File: src/planner_pkg.sv
// Shared constants and types for the packet address planner.
// SPACE_SIZE must equal 2**ADDR_WIDTH. ALIGN and FIFO_DEPTH must be powers of two
// and STREAMS must equal 2**STREAM_WIDTH.

package planner_pkg;

    // Input streams
    localparam int STREAMS        = 4;
    localparam int STREAM_WIDTH   = 2;

    // Descriptor fields
    localparam int LEN_WIDTH      = 10;
    localparam int META_WIDTH     = 8;

    // Circular buffer space, which wraps modulo SPACE_SIZE
    localparam int ADDR_WIDTH     = 12;
    localparam int SPACE_SIZE     = 4096;
    localparam int ALIGN          = 8;
    localparam int ALIGN_BITS     = $clog2(ALIGN);
    localparam int GAP_SIZE       = 4;

    // One extra bit so that a completely empty space can be represented
    localparam int STEP_WIDTH     = ADDR_WIDTH + 1;

    // Per-stream descriptor buffering
    localparam int FIFO_DEPTH     = 4;
    localparam int FIFO_PTR_WIDTH = $clog2(FIFO_DEPTH);
    localparam int FIFO_CNT_WIDTH = $clog2(FIFO_DEPTH + 1);

    // Allocator states
    typedef enum logic [1:0] {
        IDLE  = 2'd0,
        CHECK = 2'd1,
        ISSUE = 2'd2
    } alloc_state_t;

endpackage
File: src/packet_planner.sv
// Top level of the packet address planner.
// One descriptor per stream per cycle, one planned descriptor out per transfer.
// space_rd_ptr must only move forward towards space_wr_ptr.

`timescale 1ns/10ps

module packet_planner
    import planner_pkg::*;
(
    input  logic                    clk,
    input  logic                    rst_n,

    // Input streams
    input  logic                    rx_valid [STREAMS],
    input  logic [LEN_WIDTH-1:0]    rx_len   [STREAMS],
    input  logic [META_WIDTH-1:0]   rx_meta  [STREAMS],
    output logic                    rx_ready [STREAMS],

    // Space pointers shared with the consumer
    input  logic [ADDR_WIDTH-1:0]   space_rd_ptr,
    output logic [ADDR_WIDTH-1:0]   space_wr_ptr,

    // Global output
    output logic                    tx_valid,
    output logic [ADDR_WIDTH-1:0]   tx_addr,
    output logic [LEN_WIDTH-1:0]    tx_len,
    output logic [META_WIDTH-1:0]   tx_meta,
    output logic [STREAM_WIDTH-1:0] tx_stream,
    input  logic                    tx_ready
);

    logic                    fifo_valid [STREAMS];
    logic [LEN_WIDTH-1:0]    fifo_len   [STREAMS];
    logic [META_WIDTH-1:0]   fifo_meta  [STREAMS];
    logic                    fifo_ready [STREAMS];

    logic                    req_valid;
    logic [LEN_WIDTH-1:0]    req_len;
    logic [META_WIDTH-1:0]   req_meta;
    logic [STREAM_WIDTH-1:0] req_stream;
    logic                    req_ready;

    for (genvar i = 0; i < STREAMS; i++) begin : g_stream
        stream_fifo i_stream_fifo (
            .clk        (clk),
            .rst_n      (rst_n),
            .rx_valid   (rx_valid[i]),
            .rx_len     (rx_len[i]),
            .rx_meta    (rx_meta[i]),
            .rx_ready   (rx_ready[i]),
            .fifo_valid (fifo_valid[i]),
            .fifo_len   (fifo_len[i]),
            .fifo_meta  (fifo_meta[i]),
            .fifo_ready (fifo_ready[i])
        );
    end

    stream_arbiter i_stream_arbiter (
        .clk        (clk),
        .rst_n      (rst_n),
        .fifo_valid (fifo_valid),
        .fifo_len   (fifo_len),
        .fifo_meta  (fifo_meta),
        .fifo_ready (fifo_ready),
        .req_valid  (req_valid),
        .req_len    (req_len),
        .req_meta   (req_meta),
        .req_stream (req_stream),
        .req_ready  (req_ready)
    );

    address_allocator i_address_allocator (
        .clk          (clk),
        .rst_n        (rst_n),
        .req_valid    (req_valid),
        .req_len      (req_len),
        .req_meta     (req_meta),
        .req_stream   (req_stream),
        .req_ready    (req_ready),
        .space_rd_ptr (space_rd_ptr),
        .space_wr_ptr (space_wr_ptr),
        .tx_valid     (tx_valid),
        .tx_addr      (tx_addr),
        .tx_len       (tx_len),
        .tx_meta      (tx_meta),
        .tx_stream    (tx_stream),
        .tx_ready     (tx_ready)
    );

endmodule

File: src/address_allocator.sv
// Assigns aligned start addresses in the shared circular space.
// The fit check uses the aligned step, so the write pointer never lands on the
// read pointer and equal pointers always mean an empty space.

`timescale 1ns/10ps

module address_allocator
    import planner_pkg::*;
(
    input  logic                    clk,
    input  logic                    rst_n,

    // Request from the arbiter
    input  logic                    req_valid,
    input  logic [LEN_WIDTH-1:0]    req_len,
    input  logic [META_WIDTH-1:0]   req_meta,
    input  logic [STREAM_WIDTH-1:0] req_stream,
    output logic                    req_ready,

    // Consumer pointers
    input  logic [ADDR_WIDTH-1:0]   space_rd_ptr,
    output logic [ADDR_WIDTH-1:0]   space_wr_ptr,

    // Global planned output
    output logic                    tx_valid,
    output logic [ADDR_WIDTH-1:0]   tx_addr,
    output logic [LEN_WIDTH-1:0]    tx_len,
    output logic [META_WIDTH-1:0]   tx_meta,
    output logic [STREAM_WIDTH-1:0] tx_stream,
    input  logic                    tx_ready
);

    alloc_state_t state;

    logic [ADDR_WIDTH-1:0]   wr_ptr;
    logic [LEN_WIDTH-1:0]    hold_len;
    logic [META_WIDTH-1:0]   hold_meta;
    logic [STREAM_WIDTH-1:0] hold_stream;

    logic [ADDR_WIDTH-1:0]   free_raw;
    logic [STEP_WIDTH-1:0]   free_space;
    logic [STEP_WIDTH-1:0]   step;
    logic                    fits;

    // Free bytes between write and read pointer, an empty space counts in full
    assign free_raw   = space_rd_ptr - wr_ptr;
    assign free_space = (free_raw == '0) ? STEP_WIDTH'(SPACE_SIZE) : {1'b0, free_raw};

    // Length plus gap rounded up to the alignment
    assign step = (STEP_WIDTH'(hold_len) + STEP_WIDTH'(GAP_SIZE + ALIGN - 1))
                  & ~STEP_WIDTH'(ALIGN - 1);

    assign fits = (step < free_space);

    always_ff @(posedge clk) begin
        if (!rst_n) begin
            state  <= IDLE;
            wr_ptr <= '0;
        end else begin
            case (state)
                IDLE: begin
                    if (req_valid) begin
                        state <= CHECK;
                    end
                end
                CHECK: begin
                    // Wait here until the consumer frees enough space
                    if (fits) begin
                        state <= ISSUE;
                    end
                end
                ISSUE: begin
                    if (tx_ready) begin
                        wr_ptr <= wr_ptr + step[ADDR_WIDTH-1:0];
                        state  <= IDLE;
                    end
                end
                default: state <= IDLE;
            endcase
        end
    end

    always_ff @(posedge clk) begin
        if (state == IDLE && req_valid) begin
            hold_len    <= req_len;
            hold_meta   <= req_meta;
            hold_stream <= req_stream;
        end
    end

    assign req_ready    = (state == IDLE);
    assign tx_valid     = (state == ISSUE);
    assign tx_addr      = wr_ptr;
    assign tx_len       = hold_len;
    assign tx_meta      = hold_meta;
    assign tx_stream    = hold_stream;
    assign space_wr_ptr = wr_ptr;

    a_tx_aligned : assert property (
        @(posedge clk) disable iff (!rst_n)
        tx_valid |-> (tx_addr[ALIGN_BITS-1:0] == '0)
    ) else $error("address_allocator: unaligned tx_addr");

    a_tx_hold : assert property (
        @(posedge clk) disable iff (!rst_n)
        tx_valid && !tx_ready |=> tx_valid && $stable(tx_addr) && $stable(tx_len)
                                  && $stable(tx_meta) && $stable(tx_stream)
    ) else $error("address_allocator: tx outputs changed under back-pressure");

endmodule

File: src/stream_arbiter.sv
// Round-robin arbiter over the stream FIFOs. The grant is combinational.
// Assumes STREAMS == 2**STREAM_WIDTH so that the search index wraps by truncation.

`timescale 1ns/10ps

module stream_arbiter
    import planner_pkg::*;
(
    input  logic                    clk,
    input  logic                    rst_n,

    input  logic                    fifo_valid [STREAMS],
    input  logic [LEN_WIDTH-1:0]    fifo_len   [STREAMS],
    input  logic [META_WIDTH-1:0]   fifo_meta  [STREAMS],
    output logic                    fifo_ready [STREAMS],

    output logic                    req_valid,
    output logic [LEN_WIDTH-1:0]    req_len,
    output logic [META_WIDTH-1:0]   req_meta,
    output logic [STREAM_WIDTH-1:0] req_stream,
    input  logic                    req_ready
);

    logic [STREAM_WIDTH-1:0] prio;
    logic [STREAM_WIDTH-1:0] grant_idx;
    logic                    found;
    logic [STREAMS-1:0]      ready_vec;

    // Search starts at the priority pointer and takes the first valid FIFO
    always_comb begin
        logic [STREAM_WIDTH-1:0] cand;
        found     = 1'b0;
        grant_idx = '0;
        for (int k = 0; k < STREAMS; k++) begin
            cand = prio + STREAM_WIDTH'(k);
            if (!found && fifo_valid[cand]) begin
                found     = 1'b1;
                grant_idx = cand;
            end
        end
    end

    assign req_valid  = found;
    assign req_len    = fifo_len[grant_idx];
    assign req_meta   = fifo_meta[grant_idx];
    assign req_stream = grant_idx;

    for (genvar i = 0; i < STREAMS; i++) begin : g_ready
        assign ready_vec[i]  = found && req_ready && (grant_idx == STREAM_WIDTH'(i));
        assign fifo_ready[i] = ready_vec[i];
    end

    // The stream after the winner gets first look next time
    always_ff @(posedge clk) begin
        if (!rst_n) begin
            prio <= '0;
        end else if (req_valid && req_ready) begin
            prio <= grant_idx + 1'b1;
        end
    end

    a_ready_onehot : assert property (
        @(posedge clk) disable iff (!rst_n)
        $onehot0(ready_vec)
    ) else $error("stream_arbiter: more than one FIFO popped");

endmodule

File: src/stream_fifo.sv
// Descriptor FIFO for a single input stream.
// Pointers wrap naturally, so FIFO_DEPTH has to be a power of two.
// No push while full. rx_ready drops as soon as the last entry is taken.

`timescale 1ns/10ps

module stream_fifo
    import planner_pkg::*;
(
    input  logic                  clk,
    input  logic                  rst_n,

    // Write side from the input stream
    input  logic                  rx_valid,
    input  logic [LEN_WIDTH-1:0]  rx_len,
    input  logic [META_WIDTH-1:0] rx_meta,
    output logic                  rx_ready,

    // Read side towards the arbiter
    output logic                  fifo_valid,
    output logic [LEN_WIDTH-1:0]  fifo_len,
    output logic [META_WIDTH-1:0] fifo_meta,
    input  logic                  fifo_ready
);

    logic [LEN_WIDTH-1:0]      len_mem  [FIFO_DEPTH];
    logic [META_WIDTH-1:0]     meta_mem [FIFO_DEPTH];
    logic [FIFO_PTR_WIDTH-1:0] wr_ptr;
    logic [FIFO_PTR_WIDTH-1:0] rd_ptr;
    logic [FIFO_CNT_WIDTH-1:0] count;
    logic                      push;
    logic                      pop;

    assign rx_ready   = (count != FIFO_CNT_WIDTH'(FIFO_DEPTH));
    assign fifo_valid = (count != '0);

    assign push = rx_valid && rx_ready;
    assign pop  = fifo_valid && fifo_ready;

    // Storage holds payload only
    always_ff @(posedge clk) begin
        if (push) begin
            len_mem[wr_ptr]  <= rx_len;
            meta_mem[wr_ptr] <= rx_meta;
        end
    end

    always_ff @(posedge clk) begin
        if (!rst_n) begin
            wr_ptr <= '0;
            rd_ptr <= '0;
            count  <= '0;
        end else begin
            if (push) begin
                wr_ptr <= wr_ptr + 1'b1;
            end
            if (pop) begin
                rd_ptr <= rd_ptr + 1'b1;
            end
            case ({push, pop})
                2'b10:   count <= count + 1'b1;
                2'b01:   count <= count - 1'b1;
                default: count <= count;
            endcase
        end
    end

    // Head of the queue is shown directly from the array
    assign fifo_len  = len_mem[rd_ptr];
    assign fifo_meta = meta_mem[rd_ptr];

    a_count_range : assert property (
        @(posedge clk) disable iff (!rst_n)
        count <= FIFO_CNT_WIDTH'(FIFO_DEPTH)
    ) else $error("stream_fifo: count above FIFO_DEPTH");

endmodule

File: config.mk
export PLATFORM = sky130hd
export DESIGN_NAME = packet_planner
export DESIGN_NICKNAME = d
export VERILOG_FILES = /design/src/planner_pkg.sv /design/src/packet_planner.sv /design/src/address_allocator.sv /design/src/stream_arbiter.sv /design/src/stream_fifo.sv
export SDC_FILE = /design/constraint.sdc
export NUM_CORES = 1
export LEC_CHECK = 0
export BUFFER_PORTS_ARGS = -buffer_cell sky130_fd_sc_hd__buf_2
export CAP_MARGIN = 5
export CORE_MARGIN = 5
export CORE_UTILIZATION = 55
export DETAILED_ROUTE_END_ITERATION = 16
export HOLD_SLACK_MARGIN = 0.06
export PLACE_DENSITY = 0.75
export SLEW_MARGIN = 25
export SYNTH_ARGS = -nofsm -noshare
export SYNTH_HDL_FRONTEND = slang
export SYNTH_SLANG_ARGS = --single-unit
File: constraint.sdc
create_clock -name clk -period 3.45 [get_ports clk]
set_input_delay 0.345 -clock clk [delete_from_list [all_inputs] [get_ports clk]]
set_output_delay 0.345 -clock clk [all_outputs]
set_load 0.005 [all_outputs]
==> run_results.csv, run 1 <==
group,metric,value,unit
run_status,status,"completed",
final_layout,final_cells,1451,
placed_design,io_buffers,133,
clock_network,post-cts-setup-buffers,0,
critical_path,arrival,3.65,ns
logic_synthesis,synth_ff_type,"edfxtp_1",
power,internal_power,0.00963,W
timing,max_freq,0.310,GHz
timing,tightest_slew,1.05,ns
detailed_routing,vias,8258,
final_layout,antenna_cells,0,
final_layout,n_fill_cell,1869,
timing,hold_violations,0,
clock_network,cts_tree,"yes",
clock_network,root_buffer,"clkbuf_16",
timing,rsz0062_at_grt,"no",
critical_path,critPathMaxFanout,7,
logic_synthesis,synth_area_leaders,"edfxtp_1, mux4_2, dfxtp_1, ha_1, mux2i_1",
power,pwr_density_cell,794,nW/um2
power,p_clk_frac,0.256,
clock_network,cts_buffers,36,
logic_synthesis,ys_seq_area_frac,0.675,
detailed_routing,drt_iter0_markers,597,
power,totalPowerFinal,0.0141,W
placed_design,finalWeightedCongestion,0.826,
grt,antenna_found_initial,1,
detailed_routing,wire_per_inst,20.9,um
detailed_routing,drc,0,
critical_path,reg2reg_from,"g_stream[3].i_stream_fifo.count[2]",
critical_path,start_kind,"register",
detailed_routing,wl,30300,um
logic_synthesis,netlist_area,15200,um2
power,swShare,0.316,
logic_synthesis,synth_top_area_frac,0.610,
timing,whs,0.0746,ns
final_layout,drive_gt1_frac,0.241,
floorplanning,design.die.area,31000,um2
critical_path,worst-setup-path-type,"register to register",
clock_network,clk_pin_slew,0.06,ns
final_layout,multiInputGateArea,4480,um2
detailed_routing,viasPerCell,5.69,
clock_network,cts.path.max_buffers,3,
logic_synthesis,yosysWarnings,0,
floorplanning,coreArea,27000,um2
critical_path,critical_path.startpoint,"g_stream[3].i_stream_fifo.count[2]",
floorplanning,pin_count,140,
grt,grt_max_degree,43,
power,cellLeakagePower,6.34,nW
logic_synthesis,synth.largest_area_cell,"edfxtp_1",
detailed_routing,highest_layer,"met5",
clock_network,cts-resized-gates,0,
logic_synthesis,ys_ff_latch,357,
power,switchingPower,0.00444,W
timing,fin_crit_sh,0.934,
detailed_routing,ant_nets,0,
floorplanning,die_height,176,um
detailed_routing,dr_wl_met2,15200,um
detailed_routing,firstDrtPassIters,5,
logic_synthesis,syn_avg_cell_area,17.0,um2
final_layout,nets,1232,
floorplanning,rows,60,
clock_network,cts_sinks,357,
timing,clock_skew,0.0118,ns
power,vdd_drop_max,525,uV
timing,setup_violations,0,
logic_synthesis,synthCells,892,
grt,grt_pass1_vias,8512,
logic_synthesis,ys_async_sr_fraction,0,
run,drv_cap,0,
power,combinationalPowerShare,0.329,
logic_synthesis,yosys-top-cells-count,"edfxtp_1, mux4_2, mux2i_1",
critical_path,end_kind,"register",
clock_network,clk_latency,0.51,ns
grt,grt_pass1_wl,47100,um
clock_network,htree_levels,2,
final_layout,seqCellArea,10200,um2
floorplanning,start_util,0.561,
placed_design,dp.cells,1331,
logic_synthesis,synth-edff-count,308,
critical_path,required,3.88,ns
power,sequentialPowerShare,0.415,
timing,slew_headroom,0.301,
hold_path,hp-class,"primary input to register",
grt,grt_use_total,0.198,
logic_synthesis,ys_types,55,
detailed_routing,met3_length,1810,um
grt,grt_overflow,0,
detailed_routing,drt-met1-wl,12500,um
hold_path,hp-start,"rx_len[10]",
placed_design,dp_hpwl,20400,um
floorplanning,die_x,176,um
final_layout,area_growth,16.9,%
timing,post-route-min-period,3.22,ns
timing,tns,0,ns
timing,finalMaxSlewViolations,0,
logic_synthesis,synth.most_common_cell,"edfxtp_1",
critical_path,ff2ff_setup_slack,0.23,ns
==> metal layers <==
layer,track usage,up-vias
li1,-,3818
met3,0.0437,58
met2,0.333,257
met5,0,-
met1,0.264,4123
met4,0.0575,2
==> kinds of logic after synthesis <==
kind of cell               after synthesis  synth area share
xor gates and xnor gates                35            0.0202
adders and majority gates               54            0.0475
other                                    1          0.000247
AOI/OAI and AO/OA                       78            0.0338
buffers and inverters                   95            0.0327
muxes                                  126             0.143
DFF                                    357             0.675
and+or+nand+nor                        146            0.0480
==> worst max-delay path, stage by stage, from the launching register on <==
cell,delay [ns]
dfxtp_1,0.33
or3_1,0.49
nor2_1,0.32
a21oi_2,0.15
inv_1,0.12
ha_1,0.15
nand2_1,0.05
nor2_1,0.27
ha_1,0.24
inv_1,0.06
fa_1,0.37
xor2_1,0.16
or3_1,0.30
a21oi_1,0.14
==> final cells by class <==
type	count	share of cell area
multi-input cells	445	0.253
clock buffers	47	0.0544
flip-flops and latches	357	0.577
inverters	44	0.00932
clock inverters	14	0.00643
well taps	341	0.0241
repair buffers	203	0.0756
==> metrics by stage <==
stage               utilization  instance area [um2]  worst slack [ns]
detailed placement        0.594                16000             0.334
finish                    0.656                17700             0.227
CTS                       0.656                17700             0.270
floorplan                     -                15200             0.515
global route              0.656                17700            0.0992
global placement          0.594                16000             0.451
==> final timing paths <==
kind | endpoint | cells after the start
max | g_stream[2].i_stream_fifo.count[2] | 13
min | g_stream[2].i_stream_fifo.len_mem[0][0] | 1
min reg2reg | g_stream[0].i_stream_fifo.wr_ptr[1] | 2
max reg2reg | g_stream[2].i_stream_fifo.count[2] | 13
==> power groups by stage <==
| stage | Clock [W] | Sequential (W) | Combinational, W |
|---|---|---|---|
| global placement | 0 | 0.00589 | 0.00454 |
| CTS | 0.00366 | 0.00584 | 0.00469 |
| detailed placement | 0 | 0.00592 | 0.00462 |
| global route | 0.00389 | 0.00590 | 0.00507 |
| finish | 0.00360 | 0.00584 | 0.00463 |
| floorplan | 0 | 0.00579 | 0.00347 |
==> state kept, by name (all words and copies together), names as in the netlist, named ones only <==
signal and cells:
i_address_allocator.tx_meta 8, i_stream_arbiter.prio 2, g_stream.i_stream_fifo.count 12, i_address_allocator.space_wr_ptr 9
g_stream.i_stream_fifo.wr_ptr 8, g_stream.i_stream_fifo.len_mem 160, i_address_allocator.state 2, g_stream.i_stream_fifo.meta_mem 128
g_stream.i_stream_fifo.rd_ptr 8, i_address_allocator.tx_len 10, i_address_allocator.tx_stream 2
==> placed cells by master, fill, tap and decap left out, types with 8 or more instances in the layout <==
master         Yosys  final
clkbuf_16          0     37
dfxtp_1           49     49
ha_1              48     48
xnor2_1           16     16
nor3_1             8      8
dlygate4sd3_1      0     59
mux4_2            72     72
clkbuf_1          12     10
buf_2             10    133
nor2_1            49     49
edfxtp_1         308    308
inv_1             43     43
clkinv_1           0     10
o21ai_0            8      8
nand2_1           32     32
and3_1            20     19
nand3_1            8      8
a21oi_1           32     31
buf_4             19     11
mux2i_1           54     54
xor2_1            19     19
==> what timing repair did <==
action                                  in CTS  in global routing
endpoints found under the setup margin       0                  0
endpoints found under the hold margin      236                  0
hold buffers                                59                  0
No activity file was read; power rests on OpenSTA's default activity.
==> run 2: changes to the inputs <==
SLEW_MARGIN = 15   (was 25)
SYNTH_HIERARCHICAL = 1   (was not set)
==> run 2 against run 1 <==
  * Synthesized cell count shrank 1.0%
  * Register-to-register slack lost 0.11 ns
  * Via count shrank 0.74%
  * Clock skew grew 0.0012 ns
  * Wire length shrank 0.30%
  * Cell count grew 3.3%
  * Utilization shrank 0.22 points
  * Clock power is essentially flat
  * Count of clock-buffer cells in the layout grew 3
  * Total power shrank 0.91%
  * Worst hold slack gained 0.0019 ns
  * Critical path type unchanged
==> run_results.csv, run 2 <==
group,metric,value,unit
timing,fin_crit_sh,0.966,
placed_design,finalWeightedCongestion,0.843,
detailed_routing,firstDrtPassIters,5,
power,totalPowerFinal,0.0139,W
logic_synthesis,ys_seq_area_frac,0.660,
detailed_routing,met3_length,1580,um
detailed_routing,drc,0,
power,vdd_drop_max,676,uV
power,swShare,0.311,
timing,hold_violations,0,
critical_path,worst-setup-path-type,"register to register",
final_layout,area_growth,17.1,%
power,internal_power,0.00961,W
final_layout,final_common_cell,"edfxtp_1",
power,switchingPower,0.00434,W
timing,clock_skew,0.0131,ns
clock_network,htree_levels,2,
floorplanning,start_util,0.558,
hold_path,hp-class,"primary input to register",
logic_synthesis,yosysWarnings,6,
logic_synthesis,synth.largest_area_cell,"edfxtp_1",
clock_network,root_buffer,"clkbuf_16",
logic_synthesis,ys_async_sr_fraction,0,
logic_synthesis,synth_top_area_frac,0.597,
timing,tightest_slew,1.02,ns
logic_synthesis,ys_types,65,
timing,post-route-min-period,3.33,ns
detailed_routing,dr_wl_met2,15300,um
run_status,status,"completed",
logic_synthesis,syn_avg_cell_area,17.6,um2
logic_synthesis,synthCells,883,
floorplanning,rows,61,
floorplanning,coreArea,27800,um2
logic_synthesis,ys_ff_latch,357,
power,sequentialPowerShare,0.418,
final_layout,biggestRegsByFlops,"g_stream.i_stream_fifo/len_mem (160), g_stream.i_stream_fifo/meta_mem (128), g_stream.i_stream_fifo/count (12)",
detailed_routing,highest_layer,"met4",
detailed_routing,viasPerCell,5.47,
power,p_clk_frac,0.261,
grt,grt_max_degree,45,
floorplanning,die_x,178,um
detailed_routing,drt-met1-wl,12700,um
grt,grt_pass1_vias,8454,
detailed_routing,vias,8197,
logic_synthesis,synth-edff-count,308,
final_layout,top_register,"g_stream.i_stream_fifo/len_mem",
floorplanning,design.die.area,31600,um2
grt,grt_use_total,0.193,
placed_design,io_buffers,133,
grt,antenna_found_initial,3,
timing,slew_headroom,0.323,
logic_synthesis,synth_ff_type,"edfxtp_1",
detailed_routing,drt_iter0_markers,530,
timing,max_freq,0.300,GHz
clock_network,cts.path.max_buffers,3,
logic_synthesis,netlist_area,15500,um2
final_layout,largest_reg_flops,160,
power,pwr_density_cell,768,nW/um2
critical_path,critPathMaxFanout,6,
power,cellLeakagePower,6.65,nW
final_layout,post-route-cell-area,18100,um2
timing,whs,0.0765,ns
critical_path,start_kind,"register",
clock_network,clk_pin_slew,0.06,ns
detailed_routing,wl,30200,um
run,drv_cap,0,
logic_synthesis,yosys-top-cells-count,"edfxtp_1, mux2i_1, dfxtp_1",
clock_network,cts_tree,"yes",
timing,setup_violations,0,
power,combinationalPowerShare,0.322,
grt,grt_overflow,0,
clock_network,cts_sinks,357,
critical_path,required,3.88,ns
floorplanning,pin_count,140,
critical_path,arrival,3.76,ns
final_layout,n_fill_cell,1965,
clock_network,clk_latency,0.51,ns
placed_design,post_dp_cell_area,16300,um2
timing,finalMaxSlewViolations,0,
logic_synthesis,synth.most_common_cell,"edfxtp_1",
critical_path,end_kind,"register",
timing,rsz0062_at_grt,"yes",
placed_design,dp_hpwl,20200,um
logic_synthesis,synth_area_leaders,"edfxtp_1, dfxtp_1, mux4_2, mux4_1, mux2i_1",
detailed_routing,ant_nets,0,
final_layout,drive_gt1_frac,0.226,
floorplanning,die_height,178,um
clock_network,cts_buffers,36,
final_layout,nets,1234,
final_layout,final_cell_mix,"edfxtp_1, buf_2, dlygate4sd3_1",
grt,grt_pass1_wl,46900,um
detailed_routing,wire_per_inst,20.2,um
[run 2: cell types whose count changed in the layout (fill, tap and decap cells not counted), moves of 18 or more]
cell	delta
and3_1	-18
a21oi_1	-23
mux4_1	+32
and2_1	+29
mux4_2	-32
nor2_1	-30
[run 2: logic make-up (layout without fill, tap and decap cells)]
kind of cell / count (synthesis) / count (layout) / share of synthesized area
AO/OA/AOI/OAI: 77 / 77 / 0.0388
other: 1 / 9 / 0.000242
adder cells (fa/ha/maj): 50 / 50 / 0.0433
multiplexers: 134 / 134 / 0.152
XOR/XNOR: 34 / 34 / 0.0202
buffers and inverters: 85 / 315 / 0.0343
AND/OR/NAND/NOR: 145 / 145 / 0.0507
flip-flops: 357 / 357 / 0.660
[run 2: routing by layer]
metal	vias to the layer above	track usage
li1	3854	-
met1	4096	0.259
met2	213	0.329
met3	34	0.0332
met4	0	0.0545
met5	-	0
[run 2: critical path, stage by stage, from the launching register on]
cell and delay, ns:
dfxtp_1 0.37, or3_1 0.43, nand2b_1 0.18, a21oi_1 0.16, a211o_2 0.20, inv_2 0.07, nor3_1 0.33, o31a_1 0.26
ha_1 0.20, inv_1 0.06, fa_1 0.37, xor2_1 0.16, or3_1 0.30, a21boi_0 0.18
[run 2: what timing repair did]
action | 4_1_cts | 5_1_grt
hold buffers | 70 | 0
gates resized for setup | 0 | 0
buffers inserted | 0 | 0
endpoints found under the setup margin | 0 | 3
hold endpoints to repair | 272 | 0
[run 2: final cells by class]
type,instances,area [um2],area share
antenna,3,7.51,0.000414
clock buffer,50,975,0.0537
clock inverter,13,118,0.00648
inverter,38,143,0.00786
multi-input combinational,446,4760,0.262
sequential,357,10200,0.564
tap,378,473,0.0261
timing repair buffer,214,1450,0.0798
[run 2: final timing paths]
check	slack, ns	to	depth (start not counted)	startpoint
worst min-delay path	0.08	g_stream[2].i_stream_fifo/meta_mem[3][3]	1	rx_meta[11]
worst max-delay path	0.12	g_stream[0].i_stream_fifo/count[2]	13	g_stream[1].i_stream_fifo/count[0]
worst max register to register	0.12	g_stream[0].i_stream_fifo/count[2]	13	g_stream[1].i_stream_fifo/count[0]
worst min register to register	0.50	g_stream[3].i_stream_fifo/wr_ptr[1]	2	g_stream[3].i_stream_fifo/wr_ptr[1]
[run 2: power groups by stage]
stage | clock network, W | registers (W) | logic (W)
floorplan | 0 | 0.00578 | 0.00356
global placement | 0 | 0.00588 | 0.00436
detailed placement | 0 | 0.00591 | 0.00444
CTS | 0.00370 | 0.00583 | 0.00453
global route | 0.00391 | 0.00588 | 0.00490
finish | 0.00363 | 0.00582 | 0.00449
[run 2: through the flow]
step / worst slack, ns / utilization / instances / TNS (ns)
finish: 0.118 / 0.653 / 1499 / 0
global route: -0.0711 / 0.653 / 1499 / -0.198
CTS: 0.0995 / 0.653 / 1496 / 0
detailed placement: 0.128 / 0.588 / 1363 / 0
global placement: 0.250 / 0.588 / 1363 / 0
floorplan: 0.215 / - / 888 / 0
==> run 3: changes to the inputs <==
ABC_AREA = 1   (was not set)
GPL_ROUTABILITY_DRIVEN = 0   (was not set)
HOLD_SLACK_MARGIN = not set   (was 0.06)
PLACE_DENSITY = 0.74   (was 0.75)
==> run 3 against run 2 <==
  * Wire length grew 20%
  * Flip-flop and latch count unchanged
  * Critical path depth grew 8
  * Count of clock-buffer cells in the layout is 1 higher
  * Largest cell class unchanged
  * Largest power group unchanged
  * Highest routed layer is now met5
==> run_results.csv, run 3 <==
group,metric,value,unit
critical_path,end_kind,"register",
logic_synthesis,yosys-top-cells-count,"edfxtp_1, nor2_1, nand2_1",
clock_network,cts_tree,"yes",
critical_path,start_kind,"register",
final_layout,postLayoutCoreUtil,0.628,
power,vdd_drop_max,737,uV
power,cellLeakagePower,7.12,nW
final_layout,biggestRegsByFlops,"g_stream.i_stream_fifo/len_mem (160), g_stream.i_stream_fifo/meta_mem (128), g_stream.i_stream_fifo/count (12)",
critical_path,crit_top_cell,"nand2_1",
grt,grtUsageMet2,0.355,
power,totalPowerFinal,0.0153,W
logic_synthesis,ys_seq_area_frac,0.632,
logic_synthesis,synthCells,1455,
logic_synthesis,synth_top_area_frac,0.571,
floorplanning,start_util,0.561,
run,drv_cap,0,
clock_network,root_buffer,"clkbuf_16",
critical_path,crit_chain,"nor2_4, nand2_2, inv_1, nand2_1, nand3_2, nand2_2, nor2_4, nand2_1, nand3_4, inv_4, nor3_1, nand2_2, inv_2, ha_1, inv_1, fa_1, nand2_1, nand3_1, nand2_1, nand2_1, nor2_1",
final_layout,n_fill_cell,2191,
logic_synthesis,ys_async_sr_fraction,0,
timing,whs,0.0324,ns
logic_synthesis,synth-edff-count,308,
clock_network,clk_latency,0.53,ns
grt,grt_max_degree,38,
detailed_routing,drt_iter0_markers,1068,
final_layout,largest_reg_flops,160,
grt,grt_pass1_vias,10576,
run_status,status,"completed",
timing,rsz0062_at_grt,"no",
detailed_routing,wire_per_inst,18.2,um
timing,tns,0,ns
grt,grt_use_total,0.214,
timing,tightest_slew,0.894,ns
floorplanning,rows,62,
detailed_routing,viasPerCell,5.59,
logic_synthesis,netlist_area,16200,um2
detailed_routing,vias,11168,
critical_path,arrival,3.57,ns
floorplanning,die_x,182,um
floorplanning,die_height,182,um
final_layout,top_register,"g_stream.i_stream_fifo/len_mem",
final_layout,drive_gt1_frac,0.173,
timing,setup_violations,0,
grt,grtUsageMet3,0.0422,
timing,fin_crit_sh,0.903,
power,pwr_density_cell,844,nW/um2
critical_path,cp_slowest_cell,"fa_1",
logic_synthesis,synth.most_common_cell,"edfxtp_1",
logic_synthesis,synth_ff_type,"edfxtp_1",
detailed_routing,firstDrtPassIters,6,
critical_path,critPathMaxFanout,24,
detailed_routing,drc,0,
final_layout,final_common_cell,"edfxtp_1",
logic_synthesis,synth_area_leaders,"edfxtp_1, dfxtp_1, nor2_1, nand3_1, nand2_1",
floorplanning,coreArea,28900,um2
clock_network,cts.path.max_buffers,3,
clock_network,cts_sinks,357,
clock_network,hold_buffers,0,
floorplanning,pin_count,140,
placed_design,dp_hpwl,24700,um
grt,use_met1,0.290,
critical_path,critPathMaxStageDelay,0.38,ns
timing,hold_violations,0,
final_layout,area_growth,11.9,%
logic_synthesis,ys_types,41,
critical_path,worst-setup-path-type,"register to register",
clock_network,clk_pin_slew,0.06,ns
timing,clock_skew,0.0200,ns
placed_design,io_buffers,133,
detailed_routing,wl,36400,um
timing,slew_headroom,0.403,
timing,post-route-min-period,3.11,ns
critical_path,required,3.91,ns
grt,antenna_found_initial,3,
critical_path,cp_num_buf_inv,4,
detailed_routing,ant_nets,0,
logic_synthesis,syn_avg_cell_area,11.1,um2
clock_network,post-cts-setup-buffers,0,
clock_network,cts_buffers,37,
logic_synthesis,yosysWarnings,6,
hold_path,hp-class,"primary input to register",
logic_synthesis,synth.largest_area_cell,"edfxtp_1",
critical_path,cpLargestDelayFamily,"simple AND/OR/NAND/NOR gates",
timing,max_freq,0.321,GHz
final_layout,final_cell_mix,"edfxtp_1, nor2_1, nand2_1",
logic_synthesis,ys_ff_latch,357,
grt,grt_overflow,0,
clock_network,htree_levels,2,
grt,grt_busiest_layer,"met2",
floorplanning,design.die.area,33000,um2
grt,grt_pass1_wl,56500,um
timing,finalMaxSlewViolations,0,
final_layout,nets,1726,
run 3: final cells by class:
type	count	area, um2	area share
clock inverter	15	158	0.00870
antenna	2	5.00	0.000276
sequential	357	10200	0.565
multi-input combinational	883	4750	0.262
clock buffer	51	1040	0.0575
tap	384	480	0.0265
timing repair buffer	158	853	0.0471
inverter	148	591	0.0326
run 3: kinds of logic after synthesis:
group	synth area share
AND/OR/NAND/NOR	0.150
flip-flops	0.632
AO/OA/AOI/OAI	0.0940
buffers and inverters	0.0757
adder cells (fa/ha/maj)	0.0414
XOR/XNOR	0.00649
other	0.000232
run 3: metrics by stage:
| stage | worst slack (ns) | std cells | cell area, um2 |
|---|---|---|---|
| floorplan | 0.631 | 1460 | 16200 |
| global placement | 0.463 | 1930 | 16900 |
| detailed placement | 0.329 | 1930 | 16900 |
| CTS | 0.321 | 1996 | 18100 |
| global route | 0.0117 | 1996 | 18100 |
| finish | 0.336 | 1998 | 18100 |
run 3: layer usage:
layer,routed length [um],part of all wire
met5,33,0.00091
met2,17500,0.48
met4,999,0.027
met3,2770,0.076
met1,15000,0.41
run 3: worst paths after layout:
path | from | endpoint | slack (ns) | depth (start not counted)
max reg2reg | g_stream[1].i_stream_fifo/count[1] | g_stream[3].i_stream_fifo/count[2] | 0.34 | 21
min | rx_meta[0] | g_stream[3].i_stream_fifo/meta_mem[1][0] | 0.03 | 1
max | g_stream[1].i_stream_fifo/count[1] | g_stream[3].i_stream_fifo/count[2] | 0.34 | 21
min reg2reg | g_stream[0].i_stream_fifo/rd_ptr[1] | register | 0.49 | 2
run 3: power by group:
part	switching, W	internal, W
clock	0.00156	0.00234
sequential	0.000453	0.00549
combinational	0.00372	0.00172
total	0.00573	0.00955
run 3: timing repair:
item,4_1_cts,5_1_grt
gates resized for setup,0,1
endpoints found under the setup margin,0,3
endpoints found under the hold margin,0,0
